File: src/hw/tinker_pkg.sv
// Tinker core shared definitions: sizes, opcodes, field types and port structs
`default_nettype none

package tinker_pkg;

    // ------------------------------------------------------------------------
    // Value and field widths
    // ------------------------------------------------------------------------
    typedef logic [63:0] word_t;     // Register and data value
    typedef logic [31:0] addr_t;     // Byte address and PC
    typedef logic [31:0] instr_t;    // One instruction word
    typedef logic [4:0]  reg_idx_t;  // Register number
    typedef logic [11:0] lit_t;      // Literal field

    // Memory geometry
    localparam int unsigned MEM_BYTES       = 524288;             // 512 KB unified
    localparam int unsigned MEM_AW          = $clog2(MEM_BYTES);  // Byte index bits
    localparam int unsigned INSTR_BYTES     = 4;
    localparam int unsigned STEPS_PER_INSTR = 5;                  // Fetch to write-back

    typedef logic [MEM_AW-1:0] mem_idx_t;  // Byte index, wraps at top of memory

    // Reset values
    localparam addr_t RESET_PC  = 32'h0000_2000;
    localparam word_t STACK_TOP = 64'h0000_0000_0008_0000;  // r31 after reset

    // ------------------------------------------------------------------------
    // Opcodes and step FSM
    // ------------------------------------------------------------------------
    typedef enum logic [4:0] {
        OP_AND    = 5'h00,
        OP_OR     = 5'h01,
        OP_XOR    = 5'h02,
        OP_NOT    = 5'h03,
        OP_SHFTR  = 5'h04,
        OP_SHFTRI = 5'h05,
        OP_SHFTL  = 5'h06,
        OP_SHFTLI = 5'h07,
        OP_BR     = 5'h08,
        OP_BRR_R  = 5'h09,
        OP_BRR_L  = 5'h0A,
        OP_BRNZ   = 5'h0B,
        OP_BRGT   = 5'h0E,
        OP_HALT   = 5'h0F,
        OP_LOAD   = 5'h10,
        OP_MOV_R  = 5'h11,
        OP_MOV_L  = 5'h12,
        OP_STORE  = 5'h13,
        OP_ADD    = 5'h18,
        OP_ADDI   = 5'h19,
        OP_SUB    = 5'h1A,
        OP_SUBI   = 5'h1B
    } opcode_e;

    typedef enum logic [2:0] {
        FETCH     = 3'd0,
        DECODE    = 3'd1,
        EXECUTE   = 3'd2,
        MEMORY    = 3'd3,
        WRITEBACK = 3'd4
    } step_e;

    // Instruction layout, MSB first
    typedef struct packed {
        opcode_e  opcode;  // [31:27]
        reg_idx_t rd;      // [26:22]
        reg_idx_t rs;      // [21:17]
        reg_idx_t rt;      // [16:12]
        lit_t     lit;     // [11:0]
    } fields_t;

    // Program-load port, byte address is word_addr * INSTR_BYTES
    typedef struct packed {
        logic   valid;
        addr_t  word_addr;
        instr_t instr;
    } load_req_t;

    // One completed instruction and its effects
    typedef struct packed {
        logic     valid;
        addr_t    pc;
        logic     reg_we;
        reg_idx_t rd;
        word_t    reg_data;
        logic     mem_we;
        addr_t    mem_addr;
        word_t    mem_data;
    } retire_t;

    // Literal sign extension, shared by ALU and branch
    function automatic word_t sext_lit(input lit_t lit);
        return {{52{lit[11]}}, lit};
    endfunction

endpackage

`default_nettype wire

File: src/hw/tinker_branch.sv
// Next-PC logic for sequential flow and the br, brr, brnz and brgt branches
`timescale 1ns/1ps
`default_nettype none

module tinker_branch (
    input  tinker_pkg::fields_t fields,
    input  tinker_pkg::addr_t   pc,
    input  tinker_pkg::word_t   op_a,  // rd for br / brr_r, rs for brnz / brgt
    input  tinker_pkg::word_t   op_b,  // rd for brnz / brgt
    input  tinker_pkg::word_t   op_t,  // rt for brgt, captured in EXECUTE
    output tinker_pkg::addr_t   next_pc
);

    tinker_pkg::addr_t seq_pc;
    tinker_pkg::word_t lit_s;

    assign seq_pc = pc + tinker_pkg::addr_t'(tinker_pkg::INSTR_BYTES);
    assign lit_s  = tinker_pkg::sext_lit(fields.lit);

    always_comb begin
        case (fields.opcode)
            tinker_pkg::OP_BR:    next_pc = op_a[31:0];       // Absolute
            tinker_pkg::OP_BRR_R: next_pc = pc + op_a[31:0];  // PC relative
            tinker_pkg::OP_BRR_L: next_pc = pc + lit_s[31:0];
            tinker_pkg::OP_BRNZ:
                next_pc = (op_a != '0) ? op_b[31:0] : seq_pc;
            // Signed compare rs > rt, target is the value of rd
            tinker_pkg::OP_BRGT:
                next_pc = ($signed(op_a) > $signed(op_t)) ? op_b[31:0] : seq_pc;
            default:              next_pc = seq_pc;
        endcase
    end

endmodule

`default_nettype wire

File: config.mk
export PLATFORM = sky130hd
export DESIGN_NAME = tinker_branch
export DESIGN_NICKNAME = d
export VERILOG_FILES = /design/src/hw/tinker_pkg.sv /design/src/hw/tinker_branch.sv
export SDC_FILE = /design/constraint.sdc
export NUM_CORES = 1
export LEC_CHECK = 0
export ABC_AREA = 1
export BUFFER_PORTS_ARGS = -buffer_cell sky130_fd_sc_hd__buf_2
export CAP_MARGIN = 20
export CORE_ASPECT_RATIO = 1.1
export CORE_UTILIZATION = 47
export DETAILED_ROUTE_END_ITERATION = 10
export PLACE_DENSITY = 0.81
export SLEW_MARGIN = 20
export SYNTH_ARGS = -nofsm -noshare
export SYNTH_HDL_FRONTEND = slang
export SYNTH_SLANG_ARGS = --single-unit
File: constraint.sdc
create_clock -name vclk -period 3
set_input_delay 0.3 -clock vclk [all_inputs]
set_output_delay 0.3 -clock vclk [all_outputs]
set_load 0.005 [all_outputs]
==> impl_metrics.toml <==
[run_status]
status = "complete, but fails checks"
violations = "negative setup slack"

[floorplanning]
die_area_um2 = 15500
die_h_um = 130
core_um2 = 14500
die_w_um = 119
start_util_pct = 48.5
num_rows = 46
ioPinCount = 288

[synthesis]
synthCells = 1351
yosys-top-cells-count = "nand2_1 (331), inv_1 (237), nor2_1 (144)"
netlist_area_um2 = 7040
synth_area_leaders = "nand2_1 (18%), ha_1 (17%), inv_1 (13%), a21oi_1 (8.1%), nand3_1 (7.8%)"
synth_fp_nets = 1704
ys_types = 48
yosysSeqAreaShare_pct = 0
netlist.area_leader.share_pct = 17.7
yosysMostFrequentCell = "nand2_1"
synth_top_area_cell = "nand2_1"
syn_area_per_cell_um2 = 5.21
ys_warn_count = 0

[critical_path]
critical_path.cell_chain = "buf_8 > nor3_4 > inv_2 > nor2_4 > buf_6 > bufbuf_16 > o21ai_2 > inv_1 > ha_4 > a21o_1 > a21oi_2 > nor2_1 > nor2_1 > o21ai_1 > a31oi_1 > nor2_1 > nor2_4 > nor2_1 > a21oi_1 > buf_2"
cpMostUsedCell = "nor2_1"
path_class = "input port to output pin"
startpoint_type = "input port"
cp_num_buf_inv = 6
path_delay_family = "buffers and inverters"
arrival_ns = 3.52
cp-end-kind = "output pin"
crit_slowest_cell = "bufbuf_16"
critPathMaxFanout = 11
max_stage_delay_ns = 0.31
cp.required_ns = 2.70

[placement]
place.gp.congestion = 0.990
preCtsSetupSlack_ns = -0.959
dp.cells = 1872
io_buffers = 241
dp_hpwl_um = 26000

[grt]
grt.total_usage_pct = 41.1
grt_pass1_vias = 10132
grt_overflow = 0
antenna_found_initial = 1
grt_pass1_wl_um = 50400
grt_max_degree = 53

[timing]
worst_slew_pin_slew_ns = 0.798
fin_crit_ns = 3.82
setup_viol_count_final = 29
max_slew_margin_pct = 46.7
finalHoldViolCount = 0
timing.fmax_mhz = 262
post-route-period-util_pct = 127
setup_tns_ns = -15.48
finalMaxSlewViolations = 0
postLayoutSetupSlackWorst_ns = -0.818
hold_slack_ns = 1.03
rsz0062_at_grt = "true"

[layout]
n_clock_buffer = 0
area_delta_synth_final_pct = 60.5
n_antenna_cell = 0
nets = 2070
multiInputGateArea_um2 = 7530
stdcell_count = 1907
fillers = 1032
drive_above_1_share_pct = 41.3
regArea_um2 = 0
seq_cells = 0

[power]
total_power_mw = 2.17
vdd_drop_max_v = 0.000130
cellLeakagePower_nw = 5.78
p_per_area_nw_per_um2 = 192

[drt]
final_antenna_net_count = 0
drcViolationCount = 0
vias = 11978
drt_iter0_drc = 1847
firstDrtPassIters = 9
routed_wirelength_um = 39800
wl_per_cell_um = 20.9
avgViaCountPerCell = 6.28

[hold_path]
holdPathEnd = "next_pc[1]"
worstHoldPathType = "input port to output pin"
min_delay_path_depth = 4
worstHoldStart = "pc[1]"

[job]
drv_cap = 0

[clocking]
cts_hold_buf = 0
==> cell families (layout without fill, tap and decap cells) <==
family          count (synthesis)  after routing  synth area share (%)
xor+xnor                       30             30                  3.73
buf+inv                       282            644                  15.6
compound gates                217            217                  16.8
simple gates                  725            727                  46.5
fa+ha+maj                      97             97                  17.3
==> placed cells by master, fill, tap and decap left out, types with 5 or more instances in the layout <==
cell,instances
a21o_1,6
a21oi_1,53
a21oi_2,43
a21oi_4,18
buf_12,6
buf_2,239
buf_4,134
buf_6,19
ha_1,66
ha_4,30
inv_1,217
inv_2,21
nand2_1,279
nand2_2,31
nand2_4,25
nand3_1,97
nand3_2,13
nand4_1,59
nor2_1,105
nor2_2,25
nor2_4,19
nor3_1,16
nor3_2,9
nor3_4,5
nor4_1,18
o211ai_1,5
o21a_1,6
o21ai_0,22
o21ai_1,16
o21ai_2,28
o21bai_1,5
or2_2,8
or2_4,6
xor2_1,24
==> layer usage <==
metal	vias up	part of all wire, %	GRT usage, %
met5	-	0.023	0
met4	2	9.0	16.4
met3	389	15	8.70
met2	1202	41	68.5
met1	5204	34	51.8
li1	5181	-	-
==> layout make-up <==
cell class,count,area share (%)
Tap cell,192,2.13
Inverter,242,8.11
Multi-Input combinational cell,1071,66.6
Timing Repair Buffer,402,23.1
==> per-stage QoR <==
stage          utilization, %  cell area [um^2]
6_report                 77.9             11300
5_1_grt                  77.9             11300
4_1_cts                  71.5             10400
3_5_place_dp             64.3              9330
3_3_place_gp             64.3              9330
2_1_floorplan               -              7070
==> report_power, final <==
group          internal [mW]  switching [mW]  leakage [nW]
clock network              0               0             0
registers                  0               0             0
logic                  0.916            1.26          5.78
total                  0.916            1.26          5.78
==> worst max path at each step <==
stage / start / to / slack [ns] / depth (start not counted)
finish: fields[29] / next_pc[26] / -0.82 / 20
global route: fields[29] / next_pc[26] / -0.87 / 20
CTS: fields[30] / next_pc[26] / -0.41 / 22
detailed placement: fields[31] / next_pc[18] / -0.96 / 19
global placement: fields[31] / next_pc[18] / -0.96 / 19
floorplan: fields[31] / next_pc[25] / 0.0006 / 21
==> repair_timing <==
action / in CTS / in global routing
buffers inserted: 11 / 24
pin swaps: 76 / 105
endpoints found under the setup margin: 31 / 32
endpoints found under the hold margin: 0 / 0
cloned: 3 / 0
gates resized for setup: 219 / 199
No activity file was read; power rests on OpenSTA's default activity.
