===== src/hw/tinker_pkg.sv =====
// Tinker core shared definitions: sizes, opcodes, field types and port structs
`default_nettype none

package tinker_pkg;

    // ------------------------------------------------------------------------
    // Value and field widths
    // ------------------------------------------------------------------------
    typedef logic [63:0] word_t;     // Register and data value
    typedef logic [31:0] addr_t;     // Byte address and PC
    typedef logic [31:0] instr_t;    // One instruction word
    typedef logic [4:0]  reg_idx_t;  // Register number
    typedef logic [11:0] lit_t;      // Literal field

    // Memory geometry
    localparam int unsigned MEM_BYTES       = 524288;             // 512 KB unified
    localparam int unsigned MEM_AW          = $clog2(MEM_BYTES);  // Byte index bits
    localparam int unsigned INSTR_BYTES     = 4;
    localparam int unsigned STEPS_PER_INSTR = 5;                  // Fetch to write-back

    typedef logic [MEM_AW-1:0] mem_idx_t;  // Byte index, wraps at top of memory

    // Reset values
    localparam addr_t RESET_PC  = 32'h0000_2000;
    localparam word_t STACK_TOP = 64'h0000_0000_0008_0000;  // r31 after reset

    // ------------------------------------------------------------------------
    // Opcodes and step FSM
    // ------------------------------------------------------------------------
    typedef enum logic [4:0] {
        OP_AND    = 5'h00,
        OP_OR     = 5'h01,
        OP_XOR    = 5'h02,
        OP_NOT    = 5'h03,
        OP_SHFTR  = 5'h04,
        OP_SHFTRI = 5'h05,
        OP_SHFTL  = 5'h06,
        OP_SHFTLI = 5'h07,
        OP_BR     = 5'h08,
        OP_BRR_R  = 5'h09,
        OP_BRR_L  = 5'h0A,
        OP_BRNZ   = 5'h0B,
        OP_BRGT   = 5'h0E,
        OP_HALT   = 5'h0F,
        OP_LOAD   = 5'h10,
        OP_MOV_R  = 5'h11,
        OP_MOV_L  = 5'h12,
        OP_STORE  = 5'h13,
        OP_ADD    = 5'h18,
        OP_ADDI   = 5'h19,
        OP_SUB    = 5'h1A,
        OP_SUBI   = 5'h1B
    } opcode_e;

    typedef enum logic [2:0] {
        FETCH     = 3'd0,
        DECODE    = 3'd1,
        EXECUTE   = 3'd2,
        MEMORY    = 3'd3,
        WRITEBACK = 3'd4
    } step_e;

    // Instruction layout, MSB first
    typedef struct packed {
        opcode_e  opcode;  // [31:27]
        reg_idx_t rd;      // [26:22]
        reg_idx_t rs;      // [21:17]
        reg_idx_t rt;      // [16:12]
        lit_t     lit;     // [11:0]
    } fields_t;

    // Program-load port, byte address is word_addr * INSTR_BYTES
    typedef struct packed {
        logic   valid;
        addr_t  word_addr;
        instr_t instr;
    } load_req_t;

    // One completed instruction and its effects
    typedef struct packed {
        logic     valid;
        addr_t    pc;
        logic     reg_we;
        reg_idx_t rd;
        word_t    reg_data;
        logic     mem_we;
        addr_t    mem_addr;
        word_t    mem_data;
    } retire_t;

    // Literal sign extension, shared by ALU and branch
    function automatic word_t sext_lit(input lit_t lit);
        return {{52{lit[11]}}, lit};
    endfunction

endpackage

`default_nettype wire


===== src/hw/tinker_regfile.sv =====
// 32 x 64-bit register file with two read ports and r0 held at zero
`timescale 1ns/1ps
`default_nettype none

module tinker_regfile (
    input  logic                 clk,
    input  logic                 reset,
    input  logic                 we,
    input  tinker_pkg::reg_idx_t wr_idx,
    input  tinker_pkg::word_t    wr_data,
    input  tinker_pkg::reg_idx_t rd_idx_a,
    input  tinker_pkg::reg_idx_t rd_idx_b,
    output tinker_pkg::word_t    rd_data_a,
    output tinker_pkg::word_t    rd_data_b
);

    tinker_pkg::word_t regs [32];

    // Zero on reset except the stack pointer
    always_ff @(posedge clk or posedge reset) begin
        if (reset) begin
            for (int i = 0; i < 31; i++) begin
                regs[i] <= '0;
            end
            regs[31] <= tinker_pkg::STACK_TOP;  // r31 starts at top of memory
        end else if (we && wr_idx != '0) begin
            regs[wr_idx] <= wr_data;  // r0 writes dropped
        end
    end

    // Read ports, no bypass needed in a multicycle core
    assign rd_data_a = regs[rd_idx_a];
    assign rd_data_b = regs[rd_idx_b];

endmodule

`default_nettype wire


===== config.mk =====
export PLATFORM = sky130hd
export DESIGN_NAME = tinker_regfile
export DESIGN_NICKNAME = d
export VERILOG_FILES = /design/src/hw/tinker_pkg.sv /design/src/hw/tinker_regfile.sv
export SDC_FILE = /design/constraint.sdc
export NUM_CORES = 2
export LEC_CHECK = 0
export BUFFER_PORTS_ARGS = -buffer_cell sky130_fd_sc_hd__buf_4
export CORE_MARGIN = 2
export CORE_UTILIZATION = 55
export CTS_CLUSTER_DIAMETER = 100
export DETAILED_ROUTE_END_ITERATION = 8
export PLACE_DENSITY = 0.71
export SYNTH_ARGS = -nofsm -noshare
export SYNTH_HDL_FRONTEND = slang
export SYNTH_SLANG_ARGS = --single-unit

===== constraint.sdc =====
create_clock -name clk -period 142.8 [get_ports clk]
set_input_delay 14.28 -clock clk [delete_from_list [all_inputs] [get_ports clk]]
set_output_delay 14.28 -clock clk [all_outputs]
set_load 0.02 [all_outputs]

==> flow_metrics.tcl <==
set metrics [dict create \
    outcome "finished clean" \
    post_cts.repair.setup_buffers 0 \
    grt_max_degree 159 \
    synth_cell_types 52 \
    synth_seq_cells 2048 \
    setup_viol 0 \
    max-vdd-ir-drop_uv 14.65 \
    p_leak_uw 0.05281 \
    cts_sinks 2048 \
    ys_dominant_reg_cell "dfrtp_1" \
    reg_top3 "regs x2048" \
    io_buffers 209 \
    avgSynthCellArea_um2 14.22 \
    post-dp-hpwl_mm 225.8 \
    cts_resized 0 \
    wl_per_cell_um 38.52 \
    coreArea_um2 196800 \
    min_to "regs[1985]" \
    postRouteAntennaNets 0 \
    setup.worst_path.class "input pin to output pin" \
    die_x_um 448.4 \
    fin_ws_ns 109.55 \
    dr.pass1.iters 6 \
    worstSetupStartpoint "rd_idx_a[0]" \
    dieHeight_um 448.4 \
    dp.cells 9824 \
    cpMaxStageDelayCell "and2_1" \
    synth_edf_count 0 \
    cap_violations 0 \
    maxSlewHeadroom_pct 2.937 \
    grt_pass1_wl_mm 559.9 \
    via_count 75680 \
    grt_pass1_vias 75210 \
    h-tree-depth 4 \
    met3_length_mm 44.91 \
    hold_depth 0 \
    top_register "regs" \
    nets 7480 \
    cts-hold-fix-buffers 0 \
    drt-total-wl_mm 394.9 \
    r2r_start "regs[624]" \
    nFillCells 14890 \
    cp_common_cell "buf_4" \
    cts_buffers 212 \
    final_cell_mix "2047 x dfrtp_1, 1943 x mux2_2, 835 x mux2i_1, 612 x mux4_2, 551 x a22oi_1" \
    initial_core_util_pct 55.18 \
    num_io_pins 210 \
    cts_tree "built" \
    worst_pin_slew_ns 1.453 \
    drt-met1-wl_mm 145.1 \
    register_area_um2 51250 \
    multi_input_area_um2 53450 \
    crit_arrival_ns 18.97 \
    yosys_warnings 0 \
    syn_area_um2 108600 \
    r2r_slack_ns 141.96 \
    largest_reg_flops 2048 \
    post-place-ws_ns 109.58 \
    path_cells "buf_8, buf_4, buf_4, and2_1, buf_4, a22oi_1, a31oi_1, nand3_1, buf_4" \
    hp-class "flop to flop" \
    clkLatencyLatePin_ns 0.88 \
    drtIter0Drc 10430 \
    layout-area-overhead-vs-synth_pct 9.160 \
    clock_skew_ns 0 \
    max_freq_ghz 0.03007 \
    slew_violations 0 \
    grt_antenna_before_repair 40 \
    ys_seq_area_share_pct 47.19 \
    fin_setup_tns_ns 0 \
    crit_required_ns 128.52 \
    cpPeakStageDelay_ns 0.86 \
    grt.total_usage_pct 39.21 \
    reg2regPathDepth 1 \
    final_cells 10250 \
    critPathMaxFanout 48 \
    fin_crit_sh_pct 23.29 \
    via_per_inst 7.382 \
    r2r-end "regs[624]" \
    rsz0062_at_grt "no" \
    synth_nets 7718 \
    layout_commonest_cell "dfrtp_1" \
    post-route-drc-count 0 \
    cts-root-buf "clkbuf_16" \
    crit_path_start_kind "input pin" \
    cts_buffer_depth 3 \
    drive_gt1_share_pct 45.06 \
    hold_viol 0 \
    hp-start "regs[1985]" \
    fin_crit_ns 33.25 \
    num_rows 163 \
    highest-signal-layer "met5" \
    gp_congestion 0.9111 \
    ys_async_sr_fraction_pct 100.0 \
    grt_remaining_overflow 0 \
    powerDensity_nw_per_um2 14.42 \
    syn_inst 7636 \
    die_area_um2 201000 \
    clkSlewWorstSetupHoldPaths_ns 0.06 \
    endpoint_kind "output pin" \
    dr_wl_met2_mm 175.6 \
]
[cells by family after synthesis]
| logic type | after synthesis | share of synthesized area (%) |
|---|---|---|
| buffers and inverters | 859 | 4.021 |
| muxes | 3434 | 40.99 |
| and+or+nand+nor | 552 | 2.824 |
| DFF | 2048 | 47.19 |
| AOI/OAI and AO/OA | 743 | 4.970 |
[layout make-up]
type                    count  area share [%]
well taps                2640           2.786
diodes                     36         0.07599
clock inverters            80          0.7747
repair buffers            405           2.645
clock buffers             312           5.381
multi-input cells        4729           45.09
inverters                   2         0.01267
flip-flops and latches   2048           43.23
[power breakdown]
group | total, uW | internal, uW | switching [uW]
combinational | 347 | 189 | 158
sequential | 778 | 691 | 87.6
clock | 584 | 339 | 245
[through the flow]
stage               utilization [%]  cell area, um^2  total power, uW  hold slack [ns]
floorplan                         -           108600             1022           0.4413
global placement              56.48           111200             1107           0.3773
detailed placement            56.48           111200             1124           0.3836
CTS                           60.19           118400             1701           0.3971
global route                  60.21           118500             1764           0.4062
finish                        60.23           118500             1709           0.3972
[Yosys cell counts, types with 2 or more instances]
library cell | instances | share of area, %
dfrtp_1 | 2047 | 47
a32oi_1 | 12 | 0.097
nor2b_1 | 35 | 0.20
or2_2 | 4 | 0.023
nand3_1 | 197 | 0.91
nor2_1 | 25 | 0.086
o22ai_1 | 23 | 0.13
nand2b_1 | 8 | 0.046
mux2_1 | 44 | 0.46
nor3b_1 | 13 | 0.090
and2_0 | 2 | 0.012
mux2i_1 | 835 | 7.7
clkbuf_1 | 371 | 1.3
buf_4 | 81 | 0.56
a22o_1 | 31 | 0.25
nor2_4 | 4 | 0.041
buf_2 | 330 | 1.5
nor2_2 | 9 | 0.052
nand4_1 | 99 | 0.57
inv_1 | 2 | 0.0069
nand3b_1 | 2 | 0.014
mux2_2 | 1943 | 20
nor3_1 | 11 | 0.051
a221o_1 | 2 | 0.018
nand2_2 | 6 | 0.035
nor2_8 | 4 | 0.074
nand4b_1 | 2 | 0.016
nor3b_2 | 5 | 0.058
buf_6 | 56 | 0.58
mux4_2 | 612 | 13
a22oi_1 | 551 | 3.8
buf_1 | 17 | 0.059
and2_1 | 17 | 0.098
o32ai_1 | 13 | 0.10
and3b_1 | 3 | 0.024
a21oi_1 | 77 | 0.35
nand2_1 | 90 | 0.31
a31oi_1 | 31 | 0.18
and3_1 | 7 | 0.040
nand3b_2 | 3 | 0.031
[worst max-delay path: cells and delay by family]
kind | cells | cell delay [ns]
and+or+nand+nor | 2 | 1.17
buffers and inverters | 5 | 2.91
AOI/OAI and AO/OA | 2 | 0.40
[routing by layer]
metal  track usage, %  up-vias
met3            11.39     1373
li1                 -    28840
met4            26.90       24
met5                0        -
met2            57.04     5203
met1            50.92    40250
[worst max path at each step]
stage / end / slack, ns
2_1_floorplan: regs[0] / 70.67
3_3_place_gp: rd_data_a[63] / 109.69
3_5_place_dp: rd_data_a[63] / 109.58
4_1_cts: rd_data_a[63] / 109.60
5_1_grt: rd_data_a[63] / 109.48
6_report: rd_data_a[63] / 109.55
Note: power is estimated with default switching activity, not from simulation.
