[src/hw/tinker_pkg.sv]
// Tinker core shared definitions: sizes, opcodes, field types and port structs
`default_nettype none

package tinker_pkg;

    // ------------------------------------------------------------------------
    // Value and field widths
    // ------------------------------------------------------------------------
    typedef logic [63:0] word_t;     // Register and data value
    typedef logic [31:0] addr_t;     // Byte address and PC
    typedef logic [31:0] instr_t;    // One instruction word
    typedef logic [4:0]  reg_idx_t;  // Register number
    typedef logic [11:0] lit_t;      // Literal field

    // Memory geometry
    localparam int unsigned MEM_BYTES       = 524288;             // 512 KB unified
    localparam int unsigned MEM_AW          = $clog2(MEM_BYTES);  // Byte index bits
    localparam int unsigned INSTR_BYTES     = 4;
    localparam int unsigned STEPS_PER_INSTR = 5;                  // Fetch to write-back

    typedef logic [MEM_AW-1:0] mem_idx_t;  // Byte index, wraps at top of memory

    // Reset values
    localparam addr_t RESET_PC  = 32'h0000_2000;
    localparam word_t STACK_TOP = 64'h0000_0000_0008_0000;  // r31 after reset

    // ------------------------------------------------------------------------
    // Opcodes and step FSM
    // ------------------------------------------------------------------------
    typedef enum logic [4:0] {
        OP_AND    = 5'h00,
        OP_OR     = 5'h01,
        OP_XOR    = 5'h02,
        OP_NOT    = 5'h03,
        OP_SHFTR  = 5'h04,
        OP_SHFTRI = 5'h05,
        OP_SHFTL  = 5'h06,
        OP_SHFTLI = 5'h07,
        OP_BR     = 5'h08,
        OP_BRR_R  = 5'h09,
        OP_BRR_L  = 5'h0A,
        OP_BRNZ   = 5'h0B,
        OP_BRGT   = 5'h0E,
        OP_HALT   = 5'h0F,
        OP_LOAD   = 5'h10,
        OP_MOV_R  = 5'h11,
        OP_MOV_L  = 5'h12,
        OP_STORE  = 5'h13,
        OP_ADD    = 5'h18,
        OP_ADDI   = 5'h19,
        OP_SUB    = 5'h1A,
        OP_SUBI   = 5'h1B
    } opcode_e;

    typedef enum logic [2:0] {
        FETCH     = 3'd0,
        DECODE    = 3'd1,
        EXECUTE   = 3'd2,
        MEMORY    = 3'd3,
        WRITEBACK = 3'd4
    } step_e;

    // Instruction layout, MSB first
    typedef struct packed {
        opcode_e  opcode;  // [31:27]
        reg_idx_t rd;      // [26:22]
        reg_idx_t rs;      // [21:17]
        reg_idx_t rt;      // [16:12]
        lit_t     lit;     // [11:0]
    } fields_t;

    // Program-load port, byte address is word_addr * INSTR_BYTES
    typedef struct packed {
        logic   valid;
        addr_t  word_addr;
        instr_t instr;
    } load_req_t;

    // One completed instruction and its effects
    typedef struct packed {
        logic     valid;
        addr_t    pc;
        logic     reg_we;
        reg_idx_t rd;
        word_t    reg_data;
        logic     mem_we;
        addr_t    mem_addr;
        word_t    mem_data;
    } retire_t;

    // Literal sign extension, shared by ALU and branch
    function automatic word_t sext_lit(input lit_t lit);
        return {{52{lit[11]}}, lit};
    endfunction

endpackage

`default_nettype wire

[src/hw/tinker_decode.sv]
// Instruction decode: field split, register read selection and write-back class
`timescale 1ns/1ps
`default_nettype none

module tinker_decode (
    input  tinker_pkg::instr_t   ir,
    output tinker_pkg::fields_t  fields,
    output tinker_pkg::reg_idx_t addr_a,
    output tinker_pkg::reg_idx_t addr_b,
    output logic                 writes_reg,
    output logic                 is_load,
    output logic                 is_store,
    output logic                 is_halt
);

    assign fields = tinker_pkg::fields_t'(ir);  // Fixed bit positions

    // ------------------------------------------------------------------------
    // Read address selection
    // ------------------------------------------------------------------------
    always_comb begin
        addr_a = fields.rs;  // Default rs / rt pair
        addr_b = fields.rt;
        case (fields.opcode)
            // Literal forms operate on rd in place
            tinker_pkg::OP_SHFTRI, tinker_pkg::OP_SHFTLI,
            tinker_pkg::OP_ADDI, tinker_pkg::OP_SUBI,
            tinker_pkg::OP_MOV_L:
                addr_a = fields.rd;
            // Jump targets held in rd
            tinker_pkg::OP_BR, tinker_pkg::OP_BRR_R:
                addr_a = fields.rd;
            tinker_pkg::OP_BRNZ, tinker_pkg::OP_BRGT:
                addr_b = fields.rd;
            // Store base in rd, data in rs
            tinker_pkg::OP_STORE: begin
                addr_a = fields.rd;
                addr_b = fields.rs;
            end
            default: begin
                addr_a = fields.rs;
                addr_b = fields.rt;
            end
        endcase
    end

    // Opcodes that write rd in write-back
    always_comb begin
        case (fields.opcode)
            tinker_pkg::OP_AND, tinker_pkg::OP_OR, tinker_pkg::OP_XOR, tinker_pkg::OP_NOT,
            tinker_pkg::OP_SHFTR, tinker_pkg::OP_SHFTRI,
            tinker_pkg::OP_SHFTL, tinker_pkg::OP_SHFTLI,
            tinker_pkg::OP_ADD, tinker_pkg::OP_ADDI,
            tinker_pkg::OP_SUB, tinker_pkg::OP_SUBI,
            tinker_pkg::OP_MOV_R, tinker_pkg::OP_MOV_L,
            tinker_pkg::OP_LOAD:
                writes_reg = 1'b1;
            default:
                writes_reg = 1'b0;  // Branches, store, halt, unknown
        endcase
    end

    assign is_load  = fields.opcode == tinker_pkg::OP_LOAD;
    assign is_store = fields.opcode == tinker_pkg::OP_STORE;
    assign is_halt  = fields.opcode == tinker_pkg::OP_HALT;

endmodule

`default_nettype wire

[config.mk]
export PLATFORM = sky130hd
export DESIGN_NAME = tinker_decode
export DESIGN_NICKNAME = d
export VERILOG_FILES = /design/src/hw/tinker_pkg.sv /design/src/hw/tinker_decode.sv
export SDC_FILE = /design/constraint.sdc
export NUM_CORES = 1
export LEC_CHECK = 0
export BUFFER_PORTS_ARGS = -buffer_cell sky130_fd_sc_hd__buf_4
export CORE_MARGIN = 3
export CORE_UTILIZATION = 35
export DETAILED_ROUTE_END_ITERATION = 16
export PLACE_DENSITY = 0.91
export SLEW_MARGIN = 5
export SYNTH_ARGS = -nofsm -noshare
export SYNTH_HDL_FRONTEND = slang
export SYNTH_SLANG_ARGS = --single-unit
[constraint.sdc]
create_clock -name vclk -period 3.5
set_input_delay 0.7 -clock vclk [all_inputs]
set_output_delay 0.7 -clock vclk [all_outputs]
set_load 0.01 [all_outputs]
==> metrics.txt, run 1 <==
status completed; fin crit period 2720 ps; layout cells sized above 1 83.1%; drt pass-1 iters 3; Final Max Slew Viols 0; GRT Util Overall 13.6%; worst slew pin tran 356 ps; fin util 53.0%; total chip power 105 µW; # nets final 123; initial antenna violation count 0; drt total wl 1500 µm; first-pass GRT wire length 2190 µm; sequential power share 0%; vias in the first global route 490; post-synth cell types 19; commonest non-fill, non-tap cells in the layout buf_4 (54), mux2_2 (5), a22o_2 (5), a21o_2 (5); switching share of power 44.1%; die area 2080 µm²; grt total ovfl 0; # setup viols final 0; Critical Path End Type output port; DRC violation count after routing 0; via/cell ratio 5.03; Initial Util 39.7%; largest net degree at the start of global routing 10; DP HPWL 1260 µm; Static Leak 0.403 nW; logic gate share of total power 100.0%; setup_tns 0 ps; worst min path class input pin to output port; Hold Vio Cnt, Final 0; hold buffer count at CTS 0; DR vias 523; post-synthesis compound-gate area fraction 24.1%; Mean Syn Cell Area 8.20 µm²; CP Launch Type input pin; IO Port Bufs 54; Setup CP Type input pin to output port; NetSw 46.2 µW; post-synthesis mux area share 10.3%; maxcap violations 0; yosys warns 0; Top Ports 78; Die W 45.6 µm; area delta synth->final 33.5%; # resized after CTS 0; RSZ-0062 raised after global routing false; Max-slew headroom 76.2%; Sequential cell area 0 µm²; Clock Buffer Count 0; antenna-violating nets left 0; global placement routability congestion 0.708; routed len/inst 14.5 µm; antenna cells 0; post-synthesis cell area 549 µm²; Internal Pwr Total 58.7 µW; Mapped Cells 67; Post-CTS Setup Bufs 0; Peak VDD IR 0.0000664 V; fmax 0.368 GHz; register area share after synthesis 0%; Detailed Route Iter0 Violations 2; main combinational cell family by area after synthesis buffers and inverters; pwr dens 143 nW/µm²; simple-gate share of the synthesized area 18.2%; row cnt 13; XOR/XNOR Fraction of Synth Area 1.59%; Arr. time, crit path 2020 ps; most common library cell in the layout ignoring fill and taps buf_4; final hold slack 1400 ps; Core Footprint 1380 µm²; syn nets 99; post-synthesis adder-cell area fraction 0%; Seq cells 0; period utilisation layout 77.7%; WP data required 2800 ps; Clk pwr share 0%; Worst Path Max Fanout 9; height of the die 45.6 µm
[synthesized netlist by cell type (all sizes together) (2+ instances only)]
cell type / count / area share, %
nand2: 3 / 2.0
inv: 3 / 2.0
a22o: 5 / 9.1
nor2: 2 / 5.7
buf: 32 / 44
o21ai: 2 / 3.9
nor2b: 2 / 2.3
a21o: 5 / 8.0
nor3: 2 / 3.9
mux2: 5 / 10
[area by class of cell]
cell class | instances | area [µm²]
Fill cell | 147 | 649
Inverter | 3 | 11.3
Timing Repair Buffer | 54 | 405
Tap cell | 15 | 18.8
Multi-Input combinational cell | 32 | 298
[cells by family (layout without fill, tap and decap cells)]
kind of cell	Yosys count	in the layout
simple gates	12	12
mux	5	5
xor+xnor	1	1
buf+inv	35	57
compound gates	14	14
[per-layer routing]
| layer | track usage, % | vias up | wire, µm |
|---|---|---|---|
| li1 | - | 246 | - |
| met1 | 14.7 | 240 | 486 |
| met2 | 28.4 | 33 | 840 |
| met3 | 0.395 | 4 | 170 |
| met4 | 1.75 | 0 | 6 |
| met5 | 0 | - | 0 |
[worst paths after layout]
check	startpoint	to	slack [ps]	cells past startpoint
setup / recovery	ir[31]	addr_a[4]	780	6
hold / removal	ir[0]	fields[0]	1400	0
[critical path: stages]
cell and delay (ps):
buf_4 150, nor2b_1 130, o32a_1 310, o21ai_4 220, mux2_2 360, buf_4 140
[power by group through the flow]
stage                     combinational [mW]  sequential (mW)  clock (mW)
after floorplan                       0.0720                0           0
after global placement                 0.104                0           0
after detailed placement               0.106                0           0
after CTS                              0.106                0           0
after global routing                   0.113                0           0
final                                  0.105                0           0
[metrics by stage]
step           std cells  cell area (µm²)  worst slack [ps]
3_3_place_gp         104              733               794
5_1_grt              104              733               725
4_1_cts              104              733               767
3_5_place_dp         104              733               771
6_report             104              733               780
2_1_floorplan         67              549              1120
Note: power is estimated with default switching activity, not from simulation.
==> inputs of run 2 (changes only) <==
--- a/config.mk
+++ b/config.mk
@@ -7,9 +7,9 @@
 export LEC_CHECK = 0
 export BUFFER_PORTS_ARGS = -buffer_cell sky130_fd_sc_hd__buf_4
 export CORE_MARGIN = 3
-export CORE_UTILIZATION = 35
+export CORE_UTILIZATION = 32
 export DETAILED_ROUTE_END_ITERATION = 16
-export PLACE_DENSITY = 0.91
+export PLACE_DENSITY = 0.85
 export SLEW_MARGIN = 5
 export SYNTH_ARGS = -nofsm -noshare
 export SYNTH_HDL_FRONTEND = slang
==> constraint.sdc (replaced) <==
create_clock -name vclk -period 2.8
set_input_delay 0.56 -clock vclk [all_inputs]
set_output_delay 0.56 -clock vclk [all_outputs]
set_load 0.01 [all_outputs]
==> metrics.txt, run 2 (synthesis results as in run 1) <==
die area 2250 µm² (was 2080 µm²); Top Ports 78 (unchanged); # fillers 147 (unchanged); WP data required 2240 ps (was 2800 ps); fmax 0.413 GHz; Arr. time, crit path 1860 ps (was 2020 ps); post-route cell area 734 µm² (was 733 µm²); # resized after CTS 0 (unchanged); # setup viols final 0 (unchanged); DRC violation count after routing 0 (unchanged); routed len/inst 13.5 µm (was 14.5 µm); vias in the first global route 483 (was 490); worst min path class input pin to output port (unchanged); DP Area 734 µm² (was 733 µm²); WL met2 771 µm (was 840 µm); final hold slack 1120 ps (was 1400 ps); Sequential cell area 0 µm² (unchanged); layout cells sized above 1 83.1% (unchanged); most used cell, CP buf_4 (unchanged); GRT Util Overall 12.1% (was 13.6%); hold buffer count at CTS 0 (unchanged); Clock Buffer Count 0 (unchanged); Seq cells 0 (unchanged); IO Port Bufs 54 (unchanged); period utilisation layout 86.6%; Worst Path Max Fanout 9 (unchanged); Hold Path Cell Cnt 0 (unchanged); Hold Vio Cnt, Final 0 (unchanged); Core Footprint 1560 µm² (was 1380 µm²); area delta synth->final 33.7% (was 33.5%); Initial Util 35.2% (was 39.7%); crit-path max cell delay 360 ps (about the same); via/cell ratio 4.93 (was 5.03); maxcap violations 0 (unchanged); DR vias 518 (was 523); met1 WL 481 µm (was 486 µm); most common library cell in the layout ignoring fill and taps buf_4 (unchanged); CP Launch Type input pin (unchanged); critical path's slowest cell mux2_2 (unchanged); RSZ-0062 raised after global routing false (unchanged); Post-CTS Setup Bufs 0 (unchanged); pwr dens 177 nW/µm² (was 143 nW/µm²); row cnt 14 (was 13); HP Start ir[0] (unchanged); Peak VDD IR 0.0000614 V (was 0.0000664 V); Critical Path, Cell by Cell buf_4 -> nor2b_1 -> o32a_1 -> o21ai_4 -> mux2_2 -> buf_4 (unchanged); uppermost routed layer met4 (unchanged); Static Leak 0.403 nW (unchanged); Min-Delay Endpoint fields[0] (unchanged); antenna-violating nets left 0 (unchanged); first-pass GRT wire length 2110 µm (was 2190 µm); grt total ovfl 0 (unchanged); # nets final 123 (unchanged); height of the die 47.4 µm (was 45.6 µm); Critical Path End Type output port (unchanged); drt total wl 1410 µm (was 1500 µm); fin crit period 2420 ps; initial antenna violation count 0 (unchanged); Detailed Route Iter0 Violations 7 (was 2); commonest non-fill, non-tap cells in the layout buf_4 (54), mux2_2 (5), a22o_2 (5), a21o_2 (5) (unchanged); status completed (unchanged); largest net degree at the start of global routing 10 (unchanged); drt pass-1 iters 3 (unchanged); Setup CP Type input pin to output port (unchanged); Final Max Slew Viols 0 (unchanged); area of the multi-input gates 298 µm² (unchanged); antenna cells 0 (unchanged); setup_tns 0 ps (unchanged); Max-slew headroom 76.8% (was 76.2%); global placement routability congestion 0.627 (was 0.708); WL met3 156 µm (was 170 µm); worst slew pin tran 347 ps (was 356 ps); Die W 47.4 µm (was 45.6 µm)
## run 2: cell counts in the layout (fill, tap and decap cells not counted)
No cell type changed its count.
## run 2: power breakdown
group,internal [mW],leakage (nW),switching (mW)
Combinational,0.0733,0.403,0.0567
Clock,0,0,0
Sequential,0,0,0
## run 2: worst max path at each step
stage	to	slack [ps]	start
3_5_place_dp	addr_a[3]	370	ir[31]
5_1_grt	addr_a[3]	320	ir[31]
3_3_place_gp	addr_a[1]	370	ir[31]
6_report	addr_a[3]	380	ir[31]
2_1_floorplan	addr_a[0]	700	ir[31]
4_1_cts	addr_a[1]	360	ir[31]
## run 2: metrics by stage
stage / util [%] / worst slack, ps / cells / power, mW
3_5_place_dp: 47.1 / 367 / 105 / 0.132
6_report: 47.1 / 376 / 105 / 0.130
2_1_floorplan: - / 705 / 67 / 0.0900
5_1_grt: 47.1 / 320 / 105 / 0.140
4_1_cts: 47.1 / 361 / 105 / 0.132
3_3_place_gp: 47.1 / 372 / 105 / 0.130
## run 2: final cells by class
| class | instances | share of cell area (%) |
|---|---|---|
| inverter | 3 | 1.53 |
| tap | 16 | 2.73 |
| multi-input combinational | 32 | 40.5 |
| timing repair buffer | 54 | 55.2 |
## run 2: worst max-delay path, delay by kind of cell
family,cells,cell delay (ps)
AO/OA/AOI/OAI,2,520
buffers and inverters,2,290
multiplexers,1,360
AND/OR/NAND/NOR,1,130
## run 2: metal layers
metal  vias up  track usage, %
li1        250               -
met1       230            14.5
met2        36            24.3
met3         2           0.752
met4         0           0.552
met5         -               0
